===== src/common/stepper_pkg.sv =====
package stepper_pkg;

  // Widths
  localparam int PHASE_W   = 3;   // Eight-entry phase table
  localparam int CURRENT_W = 8;   // Current setting, also PWM counter width
  localparam int MSTEP_W   = 2;   // Microstep code
  localparam int CFG_W     = 16;  // One configuration write word

  // Coil patterns in index order
  // Bit order b2 b1 a2 a1, MSB first
  // Even entries are full steps, odd entries the half steps between
  localparam logic [3:0] PHASE_TABLE [0:(1<<PHASE_W)-1] = '{
    4'b1010,  // 0, both coils on
    4'b0010,  // 1, coil A only
    4'b0110,
    4'b0100,  // 3, coil B only
    4'b0101,  // 4, both reversed
    4'b0001,
    4'b1001,
    4'b1000   // 7, wraps back to 0
  };

  // Bridge drive bits, packed to match PHASE_TABLE bit order
  typedef struct packed {
    logic b2;
    logic b1;
    logic a2;
    logic a1;
  } phase_t;

  // Live configuration, fanned out from the register block
  typedef struct packed {
    logic                 enable;     // Gates all four bridge outputs
    logic [MSTEP_W-1:0]   microstep;  // 0 full, 1 half, 2 quarter
    logic [CURRENT_W-1:0] current_a;  // PWM duty, bridge A
    logic [CURRENT_W-1:0] current_b;  // PWM duty, bridge B
  } cfg_t;

  // Address 0 view
  typedef struct packed {
    logic                     enable;
    logic [MSTEP_W-1:0]       microstep;
    logic [CFG_W-MSTEP_W-2:0] rsvd;  // Ignored on write
  } cfg_ctrl_t;

  // Address 1 view
  typedef struct packed {
    logic [CURRENT_W-1:0] current_a;  // Upper byte
    logic [CURRENT_W-1:0] current_b;  // Lower byte
  } cfg_cur_t;

  // Configuration write word, decoded by address
  typedef union packed {
    cfg_ctrl_t ctrl;
    cfg_cur_t  cur;
  } cfg_word_u;

endpackage

===== src/hw/stepper_top.sv =====
`timescale 1ns/1ps

module stepper_top (
  input  logic                   step,
  input  logic                   arst_n,
  // Configuration write port
  input  logic                   cfg_we,
  input  logic                   cfg_addr,
  input  stepper_pkg::cfg_word_u cfg_wdata,
  // Motion
  input  logic                   pulse,
  input  logic                   dir,      // Sampled with pulse
  // Bridge drive
  output stepper_pkg::phase_t    phase,
  output logic                   vref_a,   // Winding current, bridge A
  output logic                   vref_b    // Winding current, bridge B
);

  import stepper_pkg::*;

  cfg_t cfg;   // Live configuration
  logic home;  // Enable 0 to 1 strobe

  // Register block, one write per cycle
  cfg_regs u_cfg_regs (
    .step      (step),
    .arst_n    (arst_n),
    .cfg_we    (cfg_we),
    .cfg_addr  (cfg_addr),
    .cfg_wdata (cfg_wdata),
    .cfg       (cfg),
    .home      (home)
  );

  // Pulse to phase, two cycles
  phase_sequencer u_phase_sequencer (
    .step   (step),
    .arst_n (arst_n),
    .pulse  (pulse),
    .dir    (dir),
    .home   (home),
    .cfg    (cfg),
    .phase  (phase)
  );

  // Reference for bridge A
  vref_pwm pwm_a (
    .step   (step),
    .arst_n (arst_n),
    .duty   (cfg.current_a),
    .vref   (vref_a)
  );

  // Reference for bridge B
  // Counters run in lockstep with pwm_a, both leave reset together
  vref_pwm pwm_b (
    .step   (step),
    .arst_n (arst_n),
    .duty   (cfg.current_b),
    .vref   (vref_b)
  );

endmodule


===== src/hbridge/vref_pwm.sv =====
`timescale 1ns/1ps

module vref_pwm (
  input  logic                              step,
  input  logic                              arst_n,
  input  logic [stepper_pkg::CURRENT_W-1:0] duty,  // High cycles per period
  output logic                              vref
);

  import stepper_pkg::*;

  logic [CURRENT_W-1:0] cnt;     // Free-running, period 256
  logic [CURRENT_W-1:0] duty_q;  // Duty held for a whole period
  logic                 wrap;

  assign wrap = (cnt == '1);  // Last cycle of the period

  always_ff @(posedge step or negedge arst_n) begin
    if (!arst_n) begin
      cnt <= '0;
    end else begin
      cnt <= cnt + 1'b1;  // Rolls over on its own
    end
  end

  // New duty only at the wrap, no glitch mid-period
  always_ff @(posedge step or negedge arst_n) begin
    if (!arst_n) begin
      duty_q <= '0;  // Output low out of reset
    end else if (wrap) begin
      duty_q <= duty;
    end
  end

  // High while counter is below duty
  // 255 gives 255 of 256, never fully on
  assign vref = (cnt < duty_q);

  // Zero duty at the wrap keeps the reference low for a full period
  a_zero_duty : assert property (
    @(posedge step) disable iff (!arst_n)
    (wrap && duty == '0) |=> (!vref)[*(1<<CURRENT_W)]
  );

endmodule


===== src/hbridge/phase_sequencer.sv =====
`timescale 1ns/1ps

module phase_sequencer (
  input  logic                step,
  input  logic                arst_n,
  input  logic                pulse,   // Motor step strobe
  input  logic                dir,     // 1 forward, 0 backward
  input  logic                home,    // Return index to entry 0
  input  stepper_pkg::cfg_t   cfg,
  output stepper_pkg::phase_t phase
);

  import stepper_pkg::*;

  logic [PHASE_W-1:0] idx;       // Position in PHASE_TABLE
  logic [PHASE_W-1:0] step_mag;  // Table stride per pulse
  logic [PHASE_W-1:0] step_inc;  // Signed stride, two's complement

  // Full step jumps 4 entries, half 2, quarter 1
  assign step_mag = PHASE_W'(4) >> cfg.microstep;

  // Backward walk by negation
  // Wraps modulo 8 through the index width
  always_comb begin
    if (dir) begin
      step_inc = step_mag;
    end else begin
      step_inc = -step_mag;
    end
  end

  // Index counter
  // Home wins over a pulse in the same cycle
  always_ff @(posedge step or negedge arst_n) begin
    if (!arst_n) begin
      idx <= '0;
    end else if (home) begin
      idx <= '0;  // Entry 0, both coils on
    end else if (pulse) begin
      idx <= idx + step_inc;
    end
  end

  // Registered lookup, one cycle behind the index
  // Disable forces every bridge leg off
  always_ff @(posedge step or negedge arst_n) begin
    if (!arst_n) begin
      phase <= '0;
    end else if (!cfg.enable) begin
      phase <= '0;
    end else begin
      phase <= phase_t'(PHASE_TABLE[idx]);
    end
  end

  // Zero stride would mean a pulse is silently dropped
  // Depends on the clamp in the register block
  a_inc_nonzero : assert property (
    @(posedge step) disable iff (!arst_n)
    pulse |-> (step_mag != '0)
  );

  // Bridges released one cycle after enable drops
  a_disable_off : assert property (
    @(posedge step) disable iff (!arst_n)
    !cfg.enable |=> (phase == '0)
  );

endmodule


===== src/hw/cfg_regs.sv =====
`timescale 1ns/1ps

module cfg_regs (
  input  logic                  step,
  input  logic                  arst_n,
  input  logic                  cfg_we,     // Single-cycle write strobe
  input  logic                  cfg_addr,   // 0 control, 1 currents
  input  stepper_pkg::cfg_word_u cfg_wdata,
  output stepper_pkg::cfg_t     cfg,
  output logic                  home        // One cycle, enable rising
);

  import stepper_pkg::*;

  logic               wr_ctrl;    // Write to address 0
  logic               wr_cur;     // Write to address 1
  logic [MSTEP_W-1:0] mstep_sat;  // Microstep code after clamp
  logic               home_d;

  assign wr_ctrl = cfg_we && !cfg_addr;
  assign wr_cur  = cfg_we &&  cfg_addr;

  // Code 3 would give a zero increment and stall the motor
  // Clamp it to quarter step
  always_comb begin
    if (cfg_wdata.ctrl.microstep == '1) begin
      mstep_sat = MSTEP_W'(2);
    end else begin
      mstep_sat = cfg_wdata.ctrl.microstep;
    end
  end

  // Homing only on a 0 to 1 edge of enable
  // Rewriting enable 1 while already enabled does not home
  assign home_d = wr_ctrl && cfg_wdata.ctrl.enable && !cfg.enable;

  // Control fields
  always_ff @(posedge step or negedge arst_n) begin
    if (!arst_n) begin
      cfg.enable    <= 1'b0;
      cfg.microstep <= '0;  // Full step
    end else if (wr_ctrl) begin
      cfg.enable    <= cfg_wdata.ctrl.enable;
      cfg.microstep <= mstep_sat;
    end
  end

  // Current fields
  always_ff @(posedge step or negedge arst_n) begin
    if (!arst_n) begin
      cfg.current_a <= '0;  // Both bridges idle after reset
      cfg.current_b <= '0;
    end else if (wr_cur) begin
      cfg.current_a <= cfg_wdata.cur.current_a;
      cfg.current_b <= cfg_wdata.cur.current_b;
    end
  end

  // Homing strobe
  always_ff @(posedge step or negedge arst_n) begin
    if (!arst_n) begin
      home <= 1'b0;
    end else begin
      home <= home_d;  // High for the cycle after the write
    end
  end

  // A write needs a known address, else one view is lost
  a_addr_known : assert property (
    @(posedge step) disable iff (!arst_n)
    cfg_we |-> !$isunknown(cfg_addr)
  );

endmodule


===== config.mk =====
export PLATFORM = sky130hd
export DESIGN_NAME = stepper_top
export DESIGN_NICKNAME = d
export VERILOG_FILES = /design/src/common/stepper_pkg.sv /design/src/hw/stepper_top.sv /design/src/hbridge/vref_pwm.sv /design/src/hbridge/phase_sequencer.sv /design/src/hw/cfg_regs.sv
export SDC_FILE = /design/constraint.sdc
export NUM_CORES = 1
export LEC_CHECK = 0
export BUFFER_PORTS_ARGS = -buffer_cell sky130_fd_sc_hd__buf_2
export CAP_MARGIN = 20
export CORE_UTILIZATION = 61
export CTS_BUF_LIST = sky130_fd_sc_hd__clkbuf_8
export DETAILED_ROUTE_END_ITERATION = 16
export GPL_TIMING_DRIVEN = 0
export PLACE_DENSITY = 0.8
export SYNTH_ARGS = -nofsm -noshare
export SYNTH_HDL_FRONTEND = slang
export SYNTH_SLANG_ARGS = --single-unit
export TNS_END_PERCENT = 10

===== constraint.sdc =====
create_clock -name step -period 2.53 [get_ports step]
set_input_delay 0.1265 -clock step [delete_from_list [all_inputs] [get_ports step]]
set_output_delay 0.1265 -clock step [all_outputs]
set_load 0.005 [all_outputs]

==> results of run 1 <==
## final cells by class
class,count,share of cell area
Timing Repair Buffer,29,0.05172
Inverter,22,0.02586
Clock inverter,4,0.01293
Buffer,3,0.006270
Sequential cell,59,0.4624
Clock buffer,12,0.05172
Multi-Input combinational cell,140,0.3687
Tap cell,52,0.02038
## cells in the mapped netlist (all sizes together) (3+ instances only)
library cell / count / area (µm²)
mux2: 29 / 326.6
a21oi: 3 / 15.01
inv: 21 / 78.83
nor2b: 3 / 18.77
nand2: 20 / 75.07
nand3: 7 / 35.03
a2111oi: 6 / 97.60
dfrtp: 59 / 1476
ha: 21 / 262.8
xor2: 6 / 52.55
mux2i: 3 / 30.03
nor2: 11 / 41.29
xnor2: 6 / 52.55
nand2b: 5 / 38.78
o21ai: 11 / 55.05
buf: 3 / 20.01
## path summary, 6_finish.rpt
| path | from | end | slack [ns] | depth (start not counted) |
|---|---|---|---|---|
| setup / recovery | u_cfg_regs.cfg[16] | u_phase_sequencer.idx[2] | 0.33 | 7 |
| hold / removal | cfg_wdata[6] | u_cfg_regs.cfg[6] | 0.02 | 2 |
| setup reg to reg | u_cfg_regs.cfg[16] | u_phase_sequencer.idx[2] | 0.33 | 7 |
| hold reg to reg | pwm_b.duty_q[2] | pwm_b.duty_q[2] | 0.48 | 1 |
| max in group asynchronous | arst_n | pwm_a.duty_q[2] | 1.66 | 3 |
| min in group asynchronous | arst_n | u_phase_sequencer.phase[2] | 0.31 | 2 |
## stage by stage
| step | power, mW | hold slack (ns) |
|---|---|---|
| after floorplan | 1.276 | -0.1691 |
| after detailed placement | 1.385 | 0.1372 |
| final | 2.231 | 0.02193 |
| after global placement | 1.359 | 0.3580 |
| after CTS | 2.254 | 0.01206 |
| after global routing | 2.349 | 0.01155 |
## flip-flops by register name (all words and copies together) (netlist names)
register,flops
u_cfg_regs.cfg,19
u_cfg_regs.home,1
pwm_a.cnt,8
pwm_b.cnt,8
u_phase_sequencer.idx,3
u_phase_sequencer.phase,4
pwm_a.duty_q,8
pwm_b.duty_q,8
## cell families after synthesis
kind of cell,Yosys count
muxes,32
buffers and inverters,25
and+or+nand+nor,53
xor gates and xnor gates,12
DFF,59
adders and majority gates,22
AOI/OAI and AO/OA,21
## routing by layer
layer  global-route usage  up-vias
met1               0.2505      833
met2               0.3786       25
met4              0.09524        0
li1                     -      836
met3              0.06541        8
met5                    0        -
## report_power, final
group	internal (mW)	leakage (nW)	switching, mW
registers	1.04	0.745	0.0743
clock network	0.525	0.116	0.343
logic	0.142	0.715	0.109
==> flow_summary.ini, run 1 <==
[outcome]
status = completed

[finish]
drive_gt1_frac = 0.2602
utilization = 0.7333
multiInputGateArea_um2 = 1177
antenna_cells = 0
final_nets = 308
final_cell_mix = 59 x dfrtp_1, 28 x buf_2, 24 x inv_1, 21 x ha_1, 20 x nand2_1
finalNonFillerCells = 321
finish.instance_area_um2 = 3193
fill_cells = 303
mostFrequentLayoutCell = dfrtp_1
layout-area-overhead-vs-synth_pct = 15.84
regArea_um2 = 1476

[critical_path]
cpPeakStageDelay_ns = 0.40
cp_top_family = multiplexers
crit_chain = inv_1 -> ha_1 -> mux2_2 -> fa_1 -> nand2b_1 -> mux2i_1 -> mux2_1
required_ns = 2.74
worstPathMaxFanout = 4
crit_path_start_kind = flop
crit_path_top_delay_cell = dfrtp_1
crit_path_end_kind = flop
crit_arrival_ns = 2.41
worstSetupPathType = reg2reg
crit_buf_inv = 1

[sta]
fin_ws_ns = 0.3340
final_hold_viol_count = 0
setup_tns_ns = 0
fmax_mhz = 455.4
finalSetupViolCount = 0
grt_setup_unrepaired = false
tightest_slew_ns = 0.5354
fin_skew_ns = 0.004000
slew_headroom = 0.6431
period_minus_slack_ns = 2.196
fin_crit_sh = 0.8680
maxSlewViolCount = 0

[clocking]
hold_buffers = 1
cts_root_buf = clkbuf_8
cts_buffer_depth = 2
post_cts_buffers = 0
cts_tree = yes
cts_buffers = 9
numClockSinks = 59
h-tree-depth = 3
clkTransAtPathRegs_ns = 0.06
clkLatencyLatePin_ns = 0.33
ctsResizeCount = 0

[route]
drc = 0
ant_nets = 0
dr.pass1.iters = 4
highest_layer = met4
met2_wirelength_mm = 2.327
wire_per_inst_um = 13.81
viasPerCell = 5.302
m1WireLength_mm = 1.864
drt-total-wl_mm = 4.433
num_vias = 1702
drtIter0Drc = 63
wl_met3_um = 157

[synthesis]
ys_seq_area_frac = 0.5356
netlist_area_um2 = 2756
synth-adder-area-share = 0.1026
synth-simple-area-share = 0.09351
ys_ff_latch = 59
ys_warn_count = 0
synth_compound_area_frac = 0.06355
synth_xor_area_frac = 0.03813
synth_ff_type = dfrtp_1
syn_nets = 268
synthArstFlopShare = 1.000
synth_edf_count = 0
synthMuxAreaShare = 0.1294
yosysUniqueCellTypes = 30
syn_avg_cell_area_um2 = 12.31
synth_top_family_by_area = multiplexers
synthCells = 224

[floorplanning]
start_util = 0.6330
rows = 24
die_y_um = 69.22
die_x_um = 69.22
coreArea_um2 = 4354
ios = 28
dieArea_um2 = 4791

[placed_design]
place_inst = 304
numPortBuffers = 27
placed_cell_area_um2 = 2977
hpwl_mm = 3.294
pre_cts_slack_ns = 0.3246
gp_congestion = 0.7778

[grt]
grt_max_degree = 38
track_usage = 0.2189
grt_pass1_vias = 1806
antenna_found_initial = 0
gr-total-overflow = 0
grt_pass1_wl_mm = 7.955

[run]
drv_cap = 0

[pwr]
p_leak_nw = 1.577
power.density_nw_per_um2 = 698.7
ir_drop_mv = 0.4738

[worst_hold_path]
hp-class = in2reg
Note: power is estimated with default switching activity, not from simulation.
==> run 2: changes to the inputs <==
--- a/config.mk
+++ b/config.mk
@@ -5,14 +5,15 @@
 export SDC_FILE = /design/constraint.sdc
 export NUM_CORES = 1
 export LEC_CHECK = 0
+export ABC_AREA = 0
 export BUFFER_PORTS_ARGS = -buffer_cell sky130_fd_sc_hd__buf_2
 export CAP_MARGIN = 20
 export CORE_UTILIZATION = 61
 export CTS_BUF_LIST = sky130_fd_sc_hd__clkbuf_8
 export DETAILED_ROUTE_END_ITERATION = 16
 export GPL_TIMING_DRIVEN = 0
-export PLACE_DENSITY = 0.8
+export PLACE_DENSITY = 0.82
 export SYNTH_ARGS = -nofsm -noshare
 export SYNTH_HDL_FRONTEND = slang
 export SYNTH_SLANG_ARGS = --single-unit
-export TNS_END_PERCENT = 10
+export TNS_END_PERCENT = 1
==> run 2 against run 1 <==
Clock skew up 0.0028 ns. Highest routed layer unchanged. Die area unchanged. Maximum frequency is 2.2% lower. Via count is 0.59% lower. Utilization is 1.2 points lower. Largest power group unchanged. Worst setup slack got worse by 0.049 ns. Global-route usage decreased by 1.2 points. Final area decreased by 1.6%. Critical endpoint unchanged. Combinational power about the same. Register-to-register slack lost 0.05 ns. Flip-flop and latch count stayed put.
==> flow_summary.ini, run 2 (same netlist as run 1, synthesis figures left out) <==
[critical_path]
crit_path_end = u_phase_sequencer.idx[2]
crit_cells = 7
crit_path_end_kind = flop
r2r_cells = 7
worstPathMaxFanout = 4
cpPeakStageDelay_ns = 0.41
required_ns = 2.74
r2r_end = u_phase_sequencer.idx[2]
crit_path_start_kind = flop
crit_start = u_cfg_regs.cfg[16]
crit_buf_inv = 1
regToRegStartpoint = u_cfg_regs.cfg[16]
rrSetupSlack_ns = 0.28
crit_chain = inv_1 -> ha_1 -> mux2_2 -> fa_1 -> nand2b_1 -> mux2i_1 -> mux2_1
crit_arrival_ns = 2.46
worstSetupPathType = reg2reg
crit_path_top_delay_cell = fa_1
cp_top_family = multiplexers

[placed_design]
placed_cell_area_um2 = 2977
place_inst = 304
gp_congestion = 0.7629
numPortBuffers = 27
hpwl_mm = 3.142

[clocking]
post_cts_buffers = 0
cts_buffers = 9
h-tree-depth = 3
numClockSinks = 59
cts_tree = yes
clkLatencyLatePin_ns = 0.33
ctsResizeCount = 0
clkTransAtPathRegs_ns = 0.06
cts_buffer_depth = 2
hold_buffers = 1
cts_root_buf = clkbuf_8

[pwr]
p_leak_nw = 1.545
p_total_mw = 2.065
power.density_nw_per_um2 = 657.3
ir_drop_mv = 0.3741

[grt]
grt_pass1_vias = 1695
grt_pass1_wl_mm = 7.527
gr-total-overflow = 0
antenna_found_initial = 0
grt_max_degree = 40
track_usage = 0.2069

[route]
drc = 0
drtIter0Drc = 86
num_vias = 1692
ant_nets = 0
viasPerCell = 5.338
drt-total-wl_mm = 4.271
dr.pass1.iters = 4
wire_per_inst_um = 13.47

[sta]
final_hold_viol_count = 0
tightest_slew_ns = 0.4935
grt_setup_unrepaired = false
maxSlewViolCount = 0
setup_tns_ns = 0
period_minus_slack_ns = 2.245
fin_skew_ns = 0.006773
fmax_mhz = 445.4
finalSetupViolCount = 0
fin_crit_sh = 0.8875
hold-worst-slack_ns = 0.02690
slew_headroom = 0.6710

[floorplanning]
coreArea_um2 = 4354
start_util = 0.6330
ios = 28
dieArea_um2 = 4791
die_x_um = 69.22
die_y_um = 69.22
rows = 24

[finish]
fill_cells = 297
regMostFlops = u_cfg_regs.cfg
antenna_cells = 0
layout-area-overhead-vs-synth_pct = 13.98
drive_gt1_frac = 0.2566
finish.instance_area_um2 = 3142
mostFrequentLayoutCell = dfrtp_1
final_nets = 308
final_cell_mix = 59 x dfrtp_1, 28 x buf_2, 22 x inv_1, 21 x ha_1, 20 x nand2_1
largest_reg_flops = 19
finalNonFillerCells = 317

[worst_hold_path]
worstHoldStart = cfg_wdata[8]
hp-class = in2reg

[run]
drv_cap = 0

[outcome]
status = completed
==> run 2: per-layer routing <==
metal,track usage,up-vias,part of all wire
met4,0.1156,0,0.023
met3,0.05233,9,0.024
li1,-,837,-
met2,0.3409,20,0.52
met5,0,-,0
met1,0.2478,826,0.43
==> run 2: worst min-delay path by stage <==
stage	endpoint	slack, ns	cells after the start
after floorplan	pwm_a.cnt[0]	-0.17	0
after global placement	u_cfg_regs.cfg[7]	0.36	2
after detailed placement	u_phase_sequencer.phase[2]	0.12	1
after CTS	u_cfg_regs.cfg[2]	0.02	2
after global routing	u_cfg_regs.cfg[12]	0.02	2
final	u_cfg_regs.cfg[8]	0.03	2
==> run 2: layout make-up <==
cell class	count	area (µm²)	area share
clock inverter	1	3.754	0.001195
timing repair buffer	29	165.2	0.05257
clock buffer	11	151.4	0.04819
tap	52	65.06	0.02071
sequential	59	1476	0.4699
inverter	22	82.58	0.02628
multi-input combinational	140	1177	0.3748
buffer	3	20.02	0.006372
==> run 2: where the power goes <==
part / switching, mW / internal, mW
Sequential: 0.0703 / 1.04
Clock: 0.320 / 0.383
Combinational: 0.110 / 0.143
==> run 2: through the flow <==
| stage | utilization | setup WS, ns |
|---|---|---|
| finish | 0.7216 | 0.2847 |
| global route | 0.7216 | 0.1482 |
| CTS | 0.7216 | 0.2794 |
| detailed placement | 0.6836 | 0.2883 |
| global placement | 0.6790 | 0.3478 |
| floorplan | - | 0.4463 |
==> run 3: changes to the inputs <==
--- a/config.mk
+++ b/config.mk
@@ -8,11 +8,13 @@
 export ABC_AREA = 0
 export BUFFER_PORTS_ARGS = -buffer_cell sky130_fd_sc_hd__buf_2
 export CAP_MARGIN = 20
-export CORE_UTILIZATION = 61
+export CELL_PAD_IN_SITES_DETAIL_PLACEMENT = 1
+export CELL_PAD_IN_SITES_GLOBAL_PLACEMENT = 1
+export CORE_UTILIZATION = 49
 export CTS_BUF_LIST = sky130_fd_sc_hd__clkbuf_8
 export DETAILED_ROUTE_END_ITERATION = 16
 export GPL_TIMING_DRIVEN = 0
-export PLACE_DENSITY = 0.82
+export PLACE_DENSITY_LB_ADDON = 0.1
 export SYNTH_ARGS = -nofsm -noshare
 export SYNTH_HDL_FRONTEND = slang
 export SYNTH_SLANG_ARGS = --single-unit
==> run 3 against run 2 <==
Clock skew shrank 0.00070 ns. Sequential power is essentially flat. Die area grew 24%. Cell count grew 7.6%. Count of clock-buffer cells in the layout is the same. Critical path depth is the same.
==> flow_summary.ini, run 3 (same netlist as run 1, synthesis figures left out) <==
[floorplanning]
die_y_um = 77
ios = 28
die_x_um = 77
start_util = 0.5230
dieArea_um2 = 5929
coreArea_um2 = 5270
rows = 26

[finish]
final_cell_mix = 59 x dfrtp_1, 28 x buf_2, 23 x inv_1, 21 x ha_1, 20 x nand2_1
drive_gt1_frac = 0.2583
final_nets = 311
antenna_cells = 0
largest_reg_flops = 19
finalNonFillerCells = 341
layout-area-overhead-vs-synth_pct = 17.57
finish.instance_area_um2 = 3241
regMostFlops = u_cfg_regs.cfg
mostFrequentLayoutCell = dfrtp_1

[placed_design]
pre_cts_slack_ns = 0.2654
gp_congestion = 0.7494
hpwl_mm = 3.651
place_inst = 322
numPortBuffers = 27
placed_cell_area_um2 = 3007

[critical_path]
crit_arrival_ns = 2.48
crit_path_start_kind = flop
r2r_end = u_phase_sequencer.idx[2]
worstPathMaxFanout = 4
crit_path_end_kind = flop
rrSetupSlack_ns = 0.27
required_ns = 2.75
regToRegStartpoint = u_cfg_regs.cfg[16]
r2r_cells = 7
worstSetupPathType = reg2reg

[sta]
period_minus_slack_ns = 2.255
tightest_slew_ns = 0.8635
final_hold_viol_count = 0
fin_ws_ns = 0.2747
fmax_mhz = 443.4
slew_headroom = 0.4244
setup_tns_ns = 0
fin_skew_ns = 0.006070
grt_setup_unrepaired = false
fin_crit_sh = 0.8914
finalSetupViolCount = 0
maxSlewViolCount = 0

[worst_hold_path]
min_to = u_cfg_regs.cfg[0]
hp-class = in2reg
worstHoldStart = cfg_wdata[0]
whs_path_depth = 2

[clocking]
numClockSinks = 59
clkTransAtPathRegs_ns = 0.06
cts_root_buf = clkbuf_8
cts_buffers = 9
cts_tree = yes
clkLatencyLatePin_ns = 0.34
cts_buffer_depth = 2
h-tree-depth = 3
ctsResizeCount = 0

[outcome]
status = completed

[pwr]
ir_drop_mv = 0.4481
p_leak_nw = 1.584
power.density_nw_per_um2 = 685.9

[route]
num_vias = 1726
ant_nets = 0
dr.pass1.iters = 4
drc = 0
viasPerCell = 5.062
drt-total-wl_mm = 5.008
wire_per_inst_um = 14.69
drtIter0Drc = 14

[grt]
track_usage = 0.1997
grt_max_degree = 38
antenna_found_initial = 0
gr-total-overflow = 0
grt_pass1_wl_mm = 8.797
grt_pass1_vias = 1911

[run]
drv_cap = 0
[run 3: changes by cell type in the layout (fill, tap and decap cells not counted)]
cell / change
dlygate4sd3_1: +3
buf_12: -1
inv_1: +1
clkinv_2: +1
buf_16: +1
bufinv_16: +1
[run 3: layout make-up]
type	count	area (µm²)
Sequential cell	59	1476
Multi-Input combinational cell	140	1177
Inverter	22	82.58
Fill cell	589	2029
Timing Repair Buffer	32	202.7
Tap cell	70	87.58
Clock buffer	11	151.4
Clock inverter	4	42.54
Buffer	3	20.02
[run 3: worst max-delay path by stage]
stage | from | end | slack, ns
floorplan | u_cfg_regs.cfg[16] | u_phase_sequencer.idx[2] | 0.45
CTS | u_cfg_regs.cfg[16] | u_phase_sequencer.idx[2] | 0.24
global placement | u_cfg_regs.cfg[16] | u_phase_sequencer.idx[2] | 0.35
finish | u_cfg_regs.cfg[16] | u_phase_sequencer.idx[2] | 0.27
detailed placement | u_cfg_regs.cfg[16] | u_phase_sequencer.idx[2] | 0.27
global route | u_cfg_regs.cfg[16] | u_phase_sequencer.idx[2] | 0.18
[run 3: through the flow]
step / util / power, mW / hold slack [ns]
after floorplan: - / 1.276 / -0.1691
after global placement: 0.5653 / 1.368 / 0.3574
after detailed placement: 0.5705 / 1.404 / 0.2879
after CTS: 0.6130 / 2.254 / 0.001618
after global routing: 0.6149 / 2.341 / 0.008577
final: 0.6149 / 2.223 / 0.01540
[run 3: timing repair]
item,in CTS,in global routing
setup buffers,0,0
hold endpoints to repair,38,1
hold buffers,3,1
[run 3: worst max-delay path, cell delays in order (launching register included)]
cell and delay, ns:
dfrtp_1 0.39, inv_1 0.08, ha_1 0.28, mux2_2 0.29
fa_1 0.43, nand2b_1 0.16, mux2i_1 0.17, mux2_1 0.33
[run 3: where the power goes]
group | internal, mW | switching, mW | total, mW | leakage (nW)
clock | 0.494 | 0.344 | 0.837 | 0.108
combinational | 0.151 | 0.119 | 0.270 | 0.731
sequential | 1.04 | 0.0781 | 1.12 | 0.745
total | 1.68 | 0.540 | 2.22 | 1.58
[run 3: routing by layer]
metal | wire (µm) | global-route usage | share of wire | up-vias
met5 | 0 | 0 | 0 | -
met4 | 38 | 0.06226 | 0.0076 | 0
met3 | 260 | 0.09643 | 0.052 | 6
met2 | 2651 | 0.3536 | 0.53 | 23
met1 | 2058 | 0.2070 | 0.41 | 854
li1 | - | - | - | 843
